--- src/verilog/conv_pkg.sv ---
package conv_pkg;

    // host address map.
    localparam int ADDR_W = 10;

    localparam logic [ADDR_W-1:0] CONV_START      = 10'h000;
    localparam logic [ADDR_W-1:0] CONV_RESET      = 10'h001;
    localparam logic [ADDR_W-1:0] CONV_STATUS     = 10'h002;
    localparam logic [ADDR_W-1:0] CONV_INPUT_FM   = 10'h003;
    localparam logic [ADDR_W-1:0] CONV_OUTPUT_FM  = 10'h004;
    localparam logic [ADDR_W-1:0] CONV_WEIGHT_OFF = 10'h005;
    localparam logic [ADDR_W-1:0] CONV_FM_DIM     = 10'h006;

    localparam logic [ADDR_W-1:0] MEM_BASE = 10'h100; // first word of the scratchpad window.

    // scratchpad geometry.
    localparam int MEM_DEPTH = 256;
    localparam int MEM_AW    = 8;

    // feature map side length, legal values 3 to 16.
    localparam int FM_DIM_W = 5;

    typedef logic signed [31:0] word_t;
    typedef logic [MEM_AW-1:0] maddr_t;
    typedef logic [FM_DIM_W-1:0] dim_t;

    // scalar settings held by the controller.
    typedef struct packed {
        maddr_t ifm_offset;
        maddr_t ofm_offset;
        maddr_t wt_offset;
        dim_t   fm_dim;
    } conv_cfg_t;

    // one scratchpad access, read when we is low.
    typedef struct packed {
        logic   en;
        logic   we;
        maddr_t addr;
        word_t  wdata;
    } mem_req_t;

endpackage

--- src/verilog/conv_controller.sv ---
`timescale 1ns/1ps

module conv_controller (
    input  logic                          clk_i,
    input  logic                          rst_n_i,

    // host register port.
    input  logic [conv_pkg::ADDR_W-1:0]   cont_addr_i,
    input  conv_pkg::word_t               cont_data_i,
    input  logic                          cont_we_i,
    output conv_pkg::word_t               cont_data_o,
    output logic                          conv_active_o,

    // engine control and status.
    input  logic                          conv_idle_i,
    input  logic                          conv_done_i,
    output logic                          conv_start_o,
    output logic                          conv_rst_o,
    output conv_pkg::conv_cfg_t           cfg_o,

    // host side of the scratchpad.
    output conv_pkg::mem_req_t            host_mem_req_o,
    input  conv_pkg::word_t               host_mem_rdata_i
);

    logic [conv_pkg::ADDR_W-1:0] mem_off;
    logic                        in_mem;
    logic                        mem_rd;
    logic                        mem_rd_q;
    logic                        idle_q;
    logic                        done_q;
    logic                        active_q;
    conv_pkg::conv_cfg_t         cfg_q;
    conv_pkg::word_t             status;

    // addresses below the window wrap to large offsets.
    assign mem_off = cont_addr_i - conv_pkg::MEM_BASE;
    assign in_mem  = (mem_off < conv_pkg::MEM_DEPTH);
    assign mem_rd  = in_mem && !cont_we_i;

    assign conv_start_o = cont_we_i && (cont_addr_i == conv_pkg::CONV_START);
    assign conv_rst_o   = cont_we_i && (cont_addr_i == conv_pkg::CONV_RESET);

    always_comb begin
        host_mem_req_o.en    = in_mem;
        host_mem_req_o.we    = in_mem && cont_we_i;
        host_mem_req_o.addr  = mem_off[conv_pkg::MEM_AW-1:0];
        host_mem_req_o.wdata = cont_data_i;
    end

    // scalar settings.
    always_ff @(posedge clk_i) begin
        if (!rst_n_i) begin
            cfg_q <= '0;
        end else if (cont_we_i) begin
            case (cont_addr_i)
                conv_pkg::CONV_INPUT_FM:   cfg_q.ifm_offset <= cont_data_i[conv_pkg::MEM_AW-1:0];
                conv_pkg::CONV_OUTPUT_FM:  cfg_q.ofm_offset <= cont_data_i[conv_pkg::MEM_AW-1:0];
                conv_pkg::CONV_WEIGHT_OFF: cfg_q.wt_offset  <= cont_data_i[conv_pkg::MEM_AW-1:0];
                conv_pkg::CONV_FM_DIM:     cfg_q.fm_dim     <= cont_data_i[conv_pkg::FM_DIM_W-1:0];
                default: ;
            endcase
        end
    end

    assign cfg_o = cfg_q;

    // active flag, set by an accepted start and cleared by done.
    always_ff @(posedge clk_i) begin
        if (!rst_n_i) begin
            active_q <= 1'b0;
        end else if (conv_start_o && conv_idle_i) begin
            active_q <= 1'b1;
        end else if (conv_done_i) begin
            active_q <= 1'b0;
        end
    end

    assign conv_active_o = active_q;

    always_ff @(posedge clk_i) begin
        if (!rst_n_i) begin
            idle_q   <= 1'b1; // engine comes out of reset idle.
            done_q   <= 1'b0;
            mem_rd_q <= 1'b0;
        end else begin
            idle_q   <= conv_idle_i;
            done_q   <= conv_done_i;
            mem_rd_q <= mem_rd;
        end
    end

    always_comb begin
        status    = '0;
        status[1] = idle_q;
        status[0] = done_q;
    end

    // scratchpad data lands one cycle after its address.
    always_comb begin
        if (mem_rd_q) begin
            cont_data_o = host_mem_rdata_i;
        end else if (cont_addr_i == conv_pkg::CONV_STATUS) begin
            cont_data_o = status;
        end else begin
            cont_data_o = '0;
        end
    end

endmodule

--- config.mk ---
export PLATFORM = sky130hd
export DESIGN_NAME = conv_controller
export DESIGN_NICKNAME = d
export VERILOG_FILES = /design/src/verilog/conv_pkg.sv /design/src/verilog/conv_controller.sv
export SDC_FILE = /design/constraint.sdc
export NUM_CORES = 1
export LEC_CHECK = 0
export ABC_AREA = 1
export BUFFER_PORTS_ARGS = -buffer_cell sky130_fd_sc_hd__buf_2
export CAP_MARGIN = 30
export CORE_MARGIN = 2
export CORE_UTILIZATION = 38
export CTS_CLUSTER_SIZE = 25
export DETAILED_ROUTE_END_ITERATION = 7
export PLACE_DENSITY = 0.85
export SLEW_MARGIN = 30
export SYNTH_ARGS = -nofsm -noshare
export SYNTH_HDL_FRONTEND = slang
export SYNTH_SLANG_ARGS = --single-unit
--- constraint.sdc ---
create_clock -name clk_i -period 1.2 [get_ports clk_i]
set_input_delay 0.06 -clock clk_i [delete_from_list [all_inputs] [get_ports clk_i]]
set_output_delay 0.06 -clock clk_i [all_outputs]
set_load 0.05 [all_outputs]
; ---- Yosys cells after proc, flatten, opt, wreduce, memory -nomap -nowiden
; Cells that the tools add are included.
; W data, S select, Z words.
[op_classes]
magnitude_cmp = 1
reduce_logical = 12
eq_ne = 6
muxes = 4
n_addsub = 1
[op_table]
columns = cell, n
row1 = $mux W32, 1
row2 = $eq A10 B3 Y1 const B, 3
row3 = $eq A10 B2 Y1 const B, 2
row4 = $eq A10 B1 Y1 const B, 1
row5 = $logic_not A10 Y1, 1
row6 = $lt A10 B9 Y1 const B, 1
row7 = $sub A10 B9 Y10 const B, 1
row8 = $reduce_and A2 Y1, 4
row9 = $logic_and A1 B1 Y1, 5
row10 = $mux W1, 2
row11 = $mux W2, 1
row12 = $reduce_bool A2 Y1, 1
row13 = $logic_not A1 Y1, 1
[totals]
word_cells = 32
inputBits = 79
out_inout_bits = 106
register_bits = 33

; ---- Depth between registers and ports, before layout
[depth]
depth_word = 4
mapped_depth = 8
ltp_nobuf = 7

; ---- Worst setup path before layout
; Ideal clock, no wire load.
[synth_path]
path_type = in2out
from = in cont_addr_i[5] (netlist name)
to = out conv_rst_o
n_path_buf = 0
t_required_ps = 1140
setup_slack_ps = -339
cell_stages = 3
t_arrival_ps = 1479
cell_sequence = nor2_2 -> nand2_4 -> nor3_1
[synth_between]
elab_chain_len = 2
[synth_rtl]
columns = item, line_no
row1 = start: declaration, conv_controller.sv:8  ; input logic [conv_pkg::ADDR_W-1:0] cont_addr_i,
row2 = $eq A10 B1 Y1, conv_controller.sv:42  ; assign conv_rst_o = cont_we_i && (cont_addr_i == conv_pkg::CONV_RESET);
row3 = $logic_and A1 B1 Y1, conv_controller.sv:42
row4 = end: declaration, conv_controller.sv:18  ; output logic conv_rst_o,
; No other way between the ends.

; ---- Worst setup path after layout
[layout_path]
from = reg mem_rd_q
to = out cont_data_o[17]
[layout_between]
elab_chain_len = 1
[layout_rtl]
columns = item, line_no
row1 = start: declaration, conv_controller.sv:29  ; logic mem_rd_q;
row2 = start signal: assignment, conv_controller.sv:89  ; mem_rd_q <= mem_rd;
row3 = $mux W32, conv_controller.sv:101  ; if (mem_rd_q) begin
row4 = end: declaration, conv_controller.sv:11  ; output conv_pkg::word_t cont_data_o,
; No other way between the ends.

==> reports/qor.yml <==
placement:
  dp.cells: 490
  place_congestion: 0.790
  dp_hpwl_mm: 4.61
  io_buffers: 136
detailed_routing:
  wl_per_cell_um: 11.7
  antenna_left: 0
  vias: 2234
  first_iter_violations: 95
  vias_per_cell: 4.46
  first_pass_iters: 4
  drcViolationCount: 0
  routed_wl_mm: 5.87
critical_path:
  required_ns: 1.14
  r2r_setup_slack_ns: 0.57
  crit_path_start_kind: "flop"
  worstPathMaxFanout: 20
  r2r-end: "cfg_o[8]"
  arrival_ns: 1.09
  cp_num_buf_inv: 3
  ff2ff_path_depth: 2
  slowest_delay_ns: 0.37
  crit_chain: "buf_12 > nand2_1 > inv_1 > clkbuf_4"
  setup.worst_path.end_class: "primary output"
  crit_type: "reg2out"
  r2r_start: "cfg_o[8]"
  cp_top_family: "buffers and inverters"
  cp_slowest_cell: "dfxtp_4"
timing:
  grt_setup_unrepaired: "false"
  fin_skew_ns: 0
  finalHoldViolCount: 0
  setup-tns-final_ns: 0
  drv_slew: 0
  min_period_over_period: 0.960
  fmaxAchievable_mhz: 868
  whs_ns: 0.0913
  worst_slew_pin_slew_ns: 0.355
  relSlewSlack: 0.763
  period_minus_slack_ns: 1.15
  setup_violations: 0
global_routing:
  grt_pass1_vias: 2067
  overflow: 0
  grt.total_usage: 0.184
  grt_max_degree: 23
  antenna_found_initial: 0
  grt_pass1_wl_mm: 9.18
synth:
  synth_warnings: 0
  synthXorXnorAreaFrac: 0
  yosysSeqAreaShare: 0.316
  ys_seq_elements: 33
  synth-compound-area-share: 0.0335
  synth-simple-area-share: 0.382
  synth.distinct_cells: 20
  avgSynthCellArea_um2: 6.41
  syn_inst: 326
  synth_nets: 405
  synthAdderAreaFrac: 0
  syn-cell-area_um2: 2090
  synth_top_family_by_area: "simple AND/OR/NAND/NOR gates"
  muxShareOfSynthArea: 0
clock_network:
  cts_made_buffers: 5
  clock-sinks: 33
  cts_max_level: 2
  postCtsSetupBuffers: 0
  ctsLongestPathBuffers: 2
  clkLatencyLatePin_ns: 0.28
  path_clk_slew_ns: 0.06
  cts_tree: "built"
  root_buffer: "clkbuf_8"
final_layout:
  final-instance-count-excl-fill: 501
  antenna_cells: 0
  drive_above_1_share: 0.394
  final_util: 0.541
  nets: 509
  area_growth_pct: 34.7
pwr:
  pwr-share-clk: 0.328
  power_switching_share: 0.309
  cellPowerDensity_nw_per_um2: 857
  internal_power_uw: 1670
  fin_total_pwr_uw: 2410
  p_comb_frac: 0.216
  p_switching_uw: 745
  vdd_ir_drop_max_mv: 0.441
  p_leak_uw: 0.00172
  p_seq_frac: 0.456
die:
  die_h_um: 78.2
  initial_core_util: 0.401
  ios: 185
  dieArea_um2: 6110
  rows: 26
  die_x_um: 78.2
  core_um2: 5200
worst_hold_path:
  worstHoldPathType: "in2reg"
  holdPathEnd: "conv_active_o"
  hp-start: "rst_n_i"
  hold-path-cell-count: 3
run_status:
  outcome: "completed"
job:
  cap_violations: 0
cells by family (layout without fill, tap and decap cells):
family / count (synthesis) / after routing
flops: 33 / 33
buf+inv: 103 / 208
compound gates: 14 / 14
simple gates: 176 / 176
area by class of cell:
type	count	area, µm²
inverters	51	191
multi-input cells	190	873
flip-flops and latches	33	664
clock buffers	6	72.6
clock inverters	2	10.0
well taps	70	87.6
repair buffers	149	916
fillers	517	2390
Yosys cell counts:
cell       n  area (µm²)
clkbuf_1   5        18.8
buf_4     42         315
inv_1     51         191
buf_6      2        22.5
buf_1      2        7.51
nand3b_1   1        7.51
buf_2      1        5.00
nor2_8     1        20.0
nand4_1    2        12.5
nand2_2    1        6.26
nor2_2     5        31.3
or2_2      1        6.26
nand2_4    1        11.3
nor3_1     2        10.0
a21oi_1   14        70.1
nor2_1    53         199
dfxtp_1   33         661
nor2_4     6        67.6
nand2_1   71         267
nand3_1   32         160
worst register-to-register path, delay by kind of cell (launching register included):
kind	cells	cell delay [ns]
DFF	1	0.33
and+or+nand+nor	1	0.06
AOI/OAI and AO/OA	1	0.13
worst max-delay path by stage:
stage	startpoint	endpoint	slack, ns	cells after the start
after floorplan	mem_rd_q	cont_data_o[10]	0.02	4
after global placement	cont_addr_i[5]	cfg_o[13]	0.05	8
after detailed placement	cont_addr_i[4]	cfg_o[8]	0.03	8
after CTS	mem_rd_q	cont_data_o[4]	0.0002	4
after global routing	mem_rd_q	cont_data_o[23]	0.0007	4
final	mem_rd_q	cont_data_o[17]	0.05	4
per-stage QoR:
step	area [µm²]	setup slack [ns]
floorplan	2090	0.0180
global placement	2580	0.0545
detailed placement	2580	0.0257
CTS	2760	0.000180
global route	2820	0.000651
finish	2820	0.0481
power groups by stage:
stage / Sequential [µW] / Combinational [µW] / Clock [µW]
global placement: 1130 / 490 / 0
CTS: 1100 / 514 / 801
floorplan: 1130 / 561 / 0
global route: 1100 / 555 / 843
finish: 1100 / 520 / 791
detailed placement: 1130 / 496 / 0
layer usage:
metal,routed length [µm],share of wire,track usage,up-vias
met2,2940,0.50,0.341,110
met1,2320,0.39,0.199,972
met3,567,0.097,0.0575,9
met4,50,0.0085,0.0561,0
li1,-,-,-,1143
met5,0,0,0,-
cells in the final DEF (no fill, tap or decap):
cell,count
buf_2,104
nand2_1,71
nor2_1,53
inv_1,51
nand3_1,32
dfxtp_1,32
buf_4,30
a21oi_1,14
buf_6,10
nor2_4,6
nor2_2,5
clkbuf_8,5
dlygate4sd3_1,3
nand4_1,2
clkinv_2,2
nand2_4,1
nor3_2,1
nand2_2,1
nor2_8,1
nand3b_1,1
nor3_1,1
or2_2,1
clkbuf_1,1
dfxtp_4,1
clkbuf_4,1
buf_12,1
state kept, by name (all words and copies together), names as in the netlist:
register       cells
mem_rd_q           1
done_q             1
idle_q             1
conv_active_o      1
cfg_o             29
timing repair:
action,CTS,global route
gates resized for setup,27,22
endpoints found under the hold margin,3,0
setup endpoints to repair,32,26
hold buffers,3,0
gates cloned,0,0
(Power assumes the default switching activity.)
