[config.mk]
export PLATFORM = sky130hd
export DESIGN_NAME = conv_engine
export DESIGN_NICKNAME = d
export VERILOG_FILES = /design/src/verilog/conv_pkg.sv /design/src/verilog/conv_engine.sv
export SDC_FILE = /design/constraint.sdc
export NUM_CORES = 2
export LEC_CHECK = 0
export BUFFER_PORTS_ARGS = -buffer_cell sky130_fd_sc_hd__buf_2
export CAP_MARGIN = 20
export CORE_UTILIZATION = 65
export CTS_BUF_LIST = sky130_fd_sc_hd__clkbuf_16
export DETAILED_ROUTE_END_ITERATION = 16
export PLACE_DENSITY = 0.83
export SYNTH_ARGS = -nofsm -noshare
export SYNTH_HDL_FRONTEND = slang
export SYNTH_SLANG_ARGS = --single-unit
[constraint.sdc]
create_clock -name clk_i -period 10.5 [get_ports clk_i]
set_input_delay 0.525 -clock clk_i [delete_from_list [all_inputs] [get_ports clk_i]]
set_output_delay 0.525 -clock clk_i [all_outputs]
set_load 0.005 [all_outputs]
[src/verilog/conv_pkg.sv]
package conv_pkg;

    // host address map.
    localparam int ADDR_W = 10;

    localparam logic [ADDR_W-1:0] CONV_START      = 10'h000;
    localparam logic [ADDR_W-1:0] CONV_RESET      = 10'h001;
    localparam logic [ADDR_W-1:0] CONV_STATUS     = 10'h002;
    localparam logic [ADDR_W-1:0] CONV_INPUT_FM   = 10'h003;
    localparam logic [ADDR_W-1:0] CONV_OUTPUT_FM  = 10'h004;
    localparam logic [ADDR_W-1:0] CONV_WEIGHT_OFF = 10'h005;
    localparam logic [ADDR_W-1:0] CONV_FM_DIM     = 10'h006;

    localparam logic [ADDR_W-1:0] MEM_BASE = 10'h100; // first word of the scratchpad window.

    // scratchpad geometry.
    localparam int MEM_DEPTH = 256;
    localparam int MEM_AW    = 8;

    // feature map side length, legal values 3 to 16.
    localparam int FM_DIM_W = 5;

    typedef logic signed [31:0] word_t;
    typedef logic [MEM_AW-1:0] maddr_t;
    typedef logic [FM_DIM_W-1:0] dim_t;

    // scalar settings held by the controller.
    typedef struct packed {
        maddr_t ifm_offset;
        maddr_t ofm_offset;
        maddr_t wt_offset;
        dim_t   fm_dim;
    } conv_cfg_t;

    // one scratchpad access, read when we is low.
    typedef struct packed {
        logic   en;
        logic   we;
        maddr_t addr;
        word_t  wdata;
    } mem_req_t;

endpackage

[src/verilog/conv_engine.sv]
`timescale 1ns/1ps

module conv_engine (
    input  logic                 clk_i,
    input  logic                 rst_n_i,

    input  logic                 start_i,
    input  logic                 soft_rst_i,
    input  conv_pkg::conv_cfg_t  cfg_i,

    output logic                 idle_o,
    output logic                 done_o,

    output conv_pkg::mem_req_t   mem_req_o,
    input  conv_pkg::word_t      mem_rdata_i
);

    typedef enum logic [2:0] {
        S_IDLE,
        S_WLOAD,
        S_PIX,
        S_WB,
        S_DONE
    } state_e;

    state_e                state_q;
    logic [3:0]            tap_q;     // next tap to request, 9 means all issued.
    logic [3:0]            dat_tap_q; // tap of the word on mem_rdata_i.
    logic                  dat_vld_q;
    logic [1:0]            kx_q;
    logic [1:0]            ky_q;
    conv_pkg::dim_t        row_q;
    conv_pkg::dim_t        col_q;
    conv_pkg::dim_t        out_dim;
    logic                  issue;
    logic                  last_col;
    logic                  last_row;
    conv_pkg::maddr_t      wt_addr;
    conv_pkg::maddr_t      pix_addr;
    conv_pkg::maddr_t      out_addr;
    conv_pkg::word_t       w_q [9];
    conv_pkg::word_t       acc_q;
    conv_pkg::word_t       prod;

    assign out_dim  = cfg_i.fm_dim - conv_pkg::dim_t'(2);
    assign last_col = (col_q == out_dim - conv_pkg::dim_t'(1));
    assign last_row = (row_q == out_dim - conv_pkg::dim_t'(1));

    assign issue = ((state_q == S_WLOAD) || (state_q == S_PIX)) && (tap_q < 4'd9);

    assign wt_addr  = cfg_i.wt_offset + conv_pkg::maddr_t'(tap_q);
    assign pix_addr = cfg_i.ifm_offset
                    + (conv_pkg::maddr_t'(row_q) + conv_pkg::maddr_t'(ky_q))
                      * conv_pkg::maddr_t'(cfg_i.fm_dim)
                    + conv_pkg::maddr_t'(col_q) + conv_pkg::maddr_t'(kx_q);
    assign out_addr = cfg_i.ofm_offset
                    + conv_pkg::maddr_t'(row_q) * conv_pkg::maddr_t'(out_dim)
                    + conv_pkg::maddr_t'(col_q);

    // product wraps to 32 bits.
    assign prod = mem_rdata_i * w_q[dat_tap_q];

    always_comb begin
        mem_req_o = '0;
        case (state_q)
            S_WLOAD: begin
                mem_req_o.en   = issue;
                mem_req_o.addr = wt_addr;
            end
            S_PIX: begin
                mem_req_o.en   = issue;
                mem_req_o.addr = pix_addr;
            end
            S_WB: begin
                mem_req_o.en    = 1'b1;
                mem_req_o.we    = 1'b1;
                mem_req_o.addr  = out_addr;
                mem_req_o.wdata = acc_q;
            end
            default: ;
        endcase
    end

    always_ff @(posedge clk_i) begin
        if (!rst_n_i) begin
            state_q   <= S_IDLE;
            tap_q     <= '0;
            dat_tap_q <= '0;
            dat_vld_q <= 1'b0;
            kx_q      <= '0;
            ky_q      <= '0;
            row_q     <= '0;
            col_q     <= '0;
        end else if (soft_rst_i) begin
            state_q   <= S_IDLE;
            dat_vld_q <= 1'b0;
        end else begin
            dat_vld_q <= issue;
            dat_tap_q <= tap_q;
            case (state_q)
                S_IDLE: begin
                    if (start_i) begin
                        state_q <= S_WLOAD;
                        tap_q   <= '0;
                        row_q   <= '0;
                        col_q   <= '0;
                    end
                end
                S_WLOAD: begin
                    if (tap_q == 4'd9) begin // last weight arrives now.
                        state_q <= S_PIX;
                        tap_q   <= '0;
                        kx_q    <= '0;
                        ky_q    <= '0;
                    end else begin
                        tap_q <= tap_q + 4'd1;
                    end
                end
                S_PIX: begin
                    if (tap_q == 4'd9) begin
                        state_q <= S_WB;
                    end else begin
                        tap_q <= tap_q + 4'd1;
                        if (kx_q == 2'd2) begin
                            kx_q <= '0;
                            ky_q <= ky_q + 2'd1;
                        end else begin
                            kx_q <= kx_q + 2'd1;
                        end
                    end
                end
                S_WB: begin
                    tap_q <= '0;
                    kx_q  <= '0;
                    ky_q  <= '0;
                    if (!last_col) begin
                        col_q   <= col_q + conv_pkg::dim_t'(1);
                        state_q <= S_PIX;
                    end else if (!last_row) begin
                        col_q   <= '0;
                        row_q   <= row_q + conv_pkg::dim_t'(1);
                        state_q <= S_PIX;
                    end else begin
                        state_q <= S_DONE;
                    end
                end
                S_DONE: state_q <= S_IDLE;
                default: state_q <= S_IDLE;
            endcase
        end
    end

    // weights and the running sum.
    always_ff @(posedge clk_i) begin
        if (state_q == S_WLOAD && dat_vld_q) begin
            w_q[dat_tap_q] <= mem_rdata_i;
        end
        if (state_q == S_PIX) begin
            if (dat_vld_q) begin
                acc_q <= acc_q + prod;
            end
        end else begin
            acc_q <= '0; // fresh sum for the next pixel.
        end
    end

    assign idle_o = (state_q == S_IDLE);
    assign done_o = (state_q == S_DONE);

endmodule

Word level (Yosys, flattened, before mapping)
Memories as Yosys holds them, arrays and structs flattened. A register that Yosys moved wholly into a read port is not among the register bits.
Cells that the tools add are included.
- word-level logic and storage cells: 94
- bits of input ports: 65
- memories: 1
- register bits after elaboration: 58
- memory bits (writable): 288
- output and inout port bits: 44
- order comparisons: 1
- $mul: 3
- muxes and demuxes: 32
- bitwise logic cells: 2
- equal/unequal tests: 16
- $add $sub $neg: 15
- reduce and logical (&&, ||, !) cells: 15
- memory list (name ; words ; width ; read ports ; clocked after Yosys merged registers in ; write ports ; RTL line ; RTL):
    w_q ; 9 ; 32 ; 1 ; 1 ; 1 ; conv_engine.sv:41 ; conv_pkg::word_t w_q [9];
- operators with widths (operator ; count):
    $add 32x32->32 ; 1
    $mul 32x32->32 ; 1
    $mux 32 ; 1
    $mux 5 ; 5
    $pmux 8 s3 ; 1
    $mux 4 ; 5
    $pmux 5 s2 ; 2
    $add 8x5->8 ; 2
    $add 8x8->8 ; 2
    $pmux 4 s4 ; 1
    $mux 3 ; 5
    $pmux 2 s3 ; 2
    $pmux 3 s4 ; 1
    $reduce_and 4->1 ; 3
    $add 5x1->5 const B ; 2
    $eq 5x5->1 ; 2
    $mux 2 ; 5
    $reduce_and 5->1 ; 2
    $add 8x2->8 ; 1
    $add 8x4->8 ; 1
    $mul 5x5->8 ; 1
    $mul 6x5->8 ; 1
    $ne 2x2->1 const B ; 4
    $add 5x2->6 ; 1
    other kinds (23) ; 32

Longest topological paths before layout
- depth after elaboration: 6
- gate-level depth with buffers: 36
- gate-level depth less buffers: 30

Worst setup path before layout
No wires, ideal clock.
- path kind: reg-to-reg
- start: register (tool-made name)
- end: register acc_q[29]
- data required time: 10.430 ns
- stages on the path, launching flop included: 33
- buffers on the path: 6
- arrival time: 8.046 ns
- path slack: 2.384 ns
- library setup time: 0.070 ns
- period minus slack after synthesis: 8.116 ns
- path through: dfxtp_1 buf_6 buf_12 buf_12 buf_12 mux4_2 o221a_1 buf_2 clkbuf_1 and2_1 fa_1 fa_1 inv_1 fa_1 fa_1 fa_1 fa_1 inv_1 fa_1 inv_1 fa_1 inv_1 ha_1 a21o_1 a21o_1 a21oi_1 o21ai_0 nor3_1 a21oi_1 a21o_1 a21oi_1 mux2_2 a21oi_1
- RTL lines (what ; RTL line ; RTL):
    end signal: assignment ; conv_engine.sv:160 ; acc_q <= acc_q + prod;
    end: declaration ; conv_engine.sv:42 ; conv_pkg::word_t acc_q;

==> summary.json <==
{
  "power_and_ir_drop": {
    "power_report.internal_total_mw": 6.28,
    "p_sw_mw": 5.99,
    "finalPower_mw": 12.3,
    "power.share.clock": 0.110,
    "swShare": 0.488,
    "power_density_mw_per_mm2": 342,
    "max-vdd-ir-drop_uv": 612,
    "combPwrFrac": 0.768,
    "total_leakage_power_nw": 15.6,
    "share_seq_of_total_power": 0.123
  },
  "synth": {
    "synthDominantCellAreaShare": 0.287,
    "synth.lib_cells_used.distinct": 78,
    "post_synth_instance_area_mm2": 0.0335,
    "netlist_instances": 3003,
    "post_synth.cell_area_avg_um2": 11.1,
    "yosysTopAreaCell": "sky130_fd_sc_hd__fa_1",
    "synth_enable_flop_cells": 288,
    "synth_net_count": 3747,
    "seq_area_frac_synth": 0.295,
    "yosys-top-cells-area": "sky130_fd_sc_hd__fa_1 (29%), sky130_fd_sc_hd__edfxtp_1 (26%), sky130_fd_sc_hd__ha_1 (7.5%)",
    "ys_warn_count": 0,
    "postSynthRegisterBits": 350,
    "async_reset_ff_frac": 0,
    "dominantRegCellSynth": "sky130_fd_sc_hd__edfxtp_1"
  },
  "place": {
    "gp_congestion": 0.924,
    "place_hpwl_um": 61400,
    "placedCellCount": 3687,
    "port_buffers": 108
  },
  "global_routing": {
    "grt_antenna_before_repair": 5,
    "gr-usage-all-layers": 0.347,
    "grt_max_degree": 43,
    "grt_pass1_wl_um": 138000,
    "grt_pass1_vias": 24600,
    "grt-ovfl-total": 0
  },
  "clock_network": {
    "post_cts_hold_buffer_count": 0,
    "tritoncts": "done",
    "cts_max_level": 2,
    "cts-resized-gates": 0,
    "cts_setup_buffers": 0,
    "clock_insertion_delay_worst_skew_ns": 0.61,
    "clkSinkCount": 350,
    "worst_setup_hold_path_clk_slew_ns": 0.06,
    "ctsLongestPathBuffers": 3,
    "number_of_buffers_added_by_the_clock_tree_synthesis_step": 37,
    "ctsRootBufferMaster": "sky130_fd_sc_hd__clkbuf_16"
  },
  "sta": {
    "fin_tns_setup_ns": 0,
    "worst_slew_margin_rel": 0.226,
    "hold_ws_ns": 0.320,
    "grt_setup_unrepaired": "false",
    "fin_crit_ns": 9.22,
    "maximum_achievable_frequency_ghz": 0.108,
    "setup_violations": 0,
    "post-route-period-util": 0.878,
    "worst_slew_pin_slew_ns": 1.16,
    "final_hold_viol_count": 0,
    "final.setup_skew_ns": 0.0517,
    "slew_viol_final": 0
  },
  "setup_path": {
    "timing.critical_path.arrival_ns": 9.74,
    "timing.critical_path.fanout_max": 32,
    "timing_worst_setup_path_type": "reg2reg",
    "worst_ep_required_time_ns": 11.02,
    "timing.critical_path.to_type": "flop",
    "timing.critical_path.from_type": "flop"
  },
  "final_layout": {
    "most-common-layout-cells": "sky130_fd_sc_hd__inv_1 (593), sky130_fd_sc_hd__fa_1 (479), sky130_fd_sc_hd__nand2_1 (314)",
    "area_taken_by_flip_flops_and_latches_mm2": 0.00990,
    "area_growth_pct": 7.22,
    "multi_input_comb_area_mm2": 0.0208,
    "post_route_cells_drive_above_1_share": 0.0996,
    "final.fill_count": 3434,
    "layout.cells.most_common": "sky130_fd_sc_hd__inv_1",
    "layout.nets": 3799,
    "layout.cells.non_filler": 3756
  },
  "outcome": {
    "status": "finished clean"
  },
  "detailed_routing": {
    "detail_route.drc_violations": 0,
    "route.detailed.vias_per_inst": 5.97,
    "totalWireLength_um": 86200,
    "dr_total_vias": 22400,
    "first_iteration_detailed_routing_drc_count": 2075,
    "detail_route.first_pass.iterations": 6,
    "final_antenna_net_count": 0,
    "route.detailed.wl_per_inst_um": 22.9
  },
  "floorplan": {
    "io_pins": 109,
    "floorplan.die.width_um": 229,
    "initial_core_utilization": 0.663,
    "placeableCoreArea_mm2": 0.0505,
    "dieArea_mm2": 0.0524,
    "placementRows": 82,
    "vert_die_dim_um": 229
  },
  "run": {
    "maxCapViolCount": 0
  },
  "worst_hold_path": {
    "hp_class": "in2reg"
  }
}
==> final timing paths <==
path	start	to	slack (ns)	cells after the start
worst max register to register	flop	acc_q[29]$_SDFFE_PN0P_	1.28	27
worst min register to register	acc_q[28]$_SDFFE_PN0P_	acc_q[28]$_SDFFE_PN0P_	0.46	2
worst max-delay path	flop	acc_q[29]$_SDFFE_PN0P_	1.28	27
worst min-delay path	mem_rdata_i[31]	w_q[7][31]$_DFFE_PP_	0.32	1
==> per-stage QoR <==
stage / util / worst slack, ns / instance area (µm²)
final: 0.711 / 1.28 / 35900
after global routing: 0.711 / 0.815 / 35900
after CTS: 0.710 / 1.27 / 35900
after detailed placement: 0.686 / 1.26 / 34600
after global placement: 0.685 / 1.50 / 34600
after floorplan: - / 2.38 / 33500
==> state kept, by name, indices dropped and copies added (netlist names), named ones only <==
signal and flops:
w_q 288, acc_q 32, col_q 5, row_q 5
dat_tap_q 4, tap_q 4, state_q 3, kx_q 2
ky_q 2, dat_vld_q 1
==> cell families (layout without fill, tap and decap cells) <==
logic type                 Yosys count  count (layout)  share of synthesized area
buffers and inverters              726             806                     0.0857
xor gates and xnor gates           134             134                     0.0374
muxes                              116             116                     0.0609
and+or+nand+nor                    828             828                      0.125
DFF                                350             350                      0.295
AOI/OAI and AO/OA                  170             170                     0.0345
other                                0               1                          0
adders and majority gates          679             679                      0.361
==> power by group through the flow <==
stage / Clock [mW] / Combinational (mW) / Sequential (mW)
after floorplan: 0 / 6.79 / 1.53
after detailed placement: 0 / 9.18 / 1.54
after global placement: 0 / 8.90 / 1.54
final: 1.35 / 9.42 / 1.51
after global routing: 1.41 / 10.6 / 1.51
after CTS: 1.35 / 9.33 / 1.51
==> layout make-up <==
| cell class | count | share of cell area |
|---|---|---|
| multi-input cells | 1927 | 0.579 |
| flip-flops and latches | 350 | 0.276 |
| inverters | 590 | 0.0617 |
| clock buffers | 37 | 0.0258 |
| repair buffers | 149 | 0.0249 |
| well taps | 672 | 0.0234 |
| clock inverters | 30 | 0.00917 |
| diodes | 1 | 0.0000697 |
==> routing by layer <==
layer	wire [µm]	track usage	vias up	part of all wire
met5	41	0	-	0.00048
met4	3650	0.133	6	0.042
met3	9330	0.0818	255	0.11
met2	41000	0.564	1224	0.48
met1	32200	0.455	11400	0.37
li1	-	-	9503	-
==> worst max-delay path, cell delays in order, from the launching register on <==
cell                      delay, ns
sky130_fd_sc_hd__dfxtp_4       0.74
sky130_fd_sc_hd__buf_4         0.49
sky130_fd_sc_hd__mux4_2        0.56
sky130_fd_sc_hd__o221a_2       0.57
sky130_fd_sc_hd__and2_1        0.32
sky130_fd_sc_hd__fa_1          0.49
sky130_fd_sc_hd__fa_1          0.49
sky130_fd_sc_hd__inv_1         0.05
sky130_fd_sc_hd__fa_1          0.46
sky130_fd_sc_hd__fa_1          0.59
sky130_fd_sc_hd__fa_1          0.46
sky130_fd_sc_hd__fa_1          0.54
sky130_fd_sc_hd__inv_1         0.05
sky130_fd_sc_hd__fa_1          0.47
sky130_fd_sc_hd__inv_1         0.05
sky130_fd_sc_hd__fa_1          0.47
sky130_fd_sc_hd__inv_1         0.04
sky130_fd_sc_hd__ha_1          0.36
sky130_fd_sc_hd__a21o_1        0.20
sky130_fd_sc_hd__a21o_1        0.18
sky130_fd_sc_hd__a21oi_1       0.22
sky130_fd_sc_hd__o21ai_0       0.16
sky130_fd_sc_hd__nor3_1        0.15
sky130_fd_sc_hd__a21oi_1       0.14
sky130_fd_sc_hd__a21o_1        0.20
sky130_fd_sc_hd__a21oi_1       0.16
sky130_fd_sc_hd__mux2_2        0.35
sky130_fd_sc_hd__a21oi_1       0.15
==> Yosys cell counts, types with 4 or more instances <==
| master | n |
|---|---|
| sky130_fd_sc_hd__a211oi_1 | 5 |
| sky130_fd_sc_hd__a21boi_0 | 6 |
| sky130_fd_sc_hd__a21o_1 | 24 |
| sky130_fd_sc_hd__a21oi_1 | 41 |
| sky130_fd_sc_hd__a22oi_1 | 5 |
| sky130_fd_sc_hd__and2_1 | 235 |
| sky130_fd_sc_hd__buf_2 | 9 |
| sky130_fd_sc_hd__buf_4 | 8 |
| sky130_fd_sc_hd__clkbuf_1 | 106 |
| sky130_fd_sc_hd__dfxtp_1 | 62 |
| sky130_fd_sc_hd__edfxtp_1 | 288 |
| sky130_fd_sc_hd__fa_1 | 479 |
| sky130_fd_sc_hd__ha_1 | 200 |
| sky130_fd_sc_hd__inv_1 | 590 |
| sky130_fd_sc_hd__mux2_2 | 5 |
| sky130_fd_sc_hd__mux2i_1 | 45 |
| sky130_fd_sc_hd__mux4_1 | 14 |
| sky130_fd_sc_hd__mux4_2 | 50 |
| sky130_fd_sc_hd__nand2_1 | 314 |
| sky130_fd_sc_hd__nand2b_1 | 47 |
| sky130_fd_sc_hd__nand3_1 | 14 |
| sky130_fd_sc_hd__nand4b_1 | 5 |
| sky130_fd_sc_hd__nor2_1 | 87 |
| sky130_fd_sc_hd__nor2b_1 | 86 |
| sky130_fd_sc_hd__nor3_1 | 16 |
| sky130_fd_sc_hd__o21a_1 | 4 |
| sky130_fd_sc_hd__o21ai_0 | 32 |
| sky130_fd_sc_hd__o21ai_1 | 5 |
| sky130_fd_sc_hd__o21bai_1 | 4 |
| sky130_fd_sc_hd__o221a_2 | 8 |
| sky130_fd_sc_hd__o221ai_1 | 4 |
| sky130_fd_sc_hd__o22ai_1 | 4 |
| sky130_fd_sc_hd__xnor2_1 | 98 |
| sky130_fd_sc_hd__xnor3_1 | 4 |
| sky130_fd_sc_hd__xor2_1 | 29 |
Note: power is estimated with default switching activity, not from simulation.
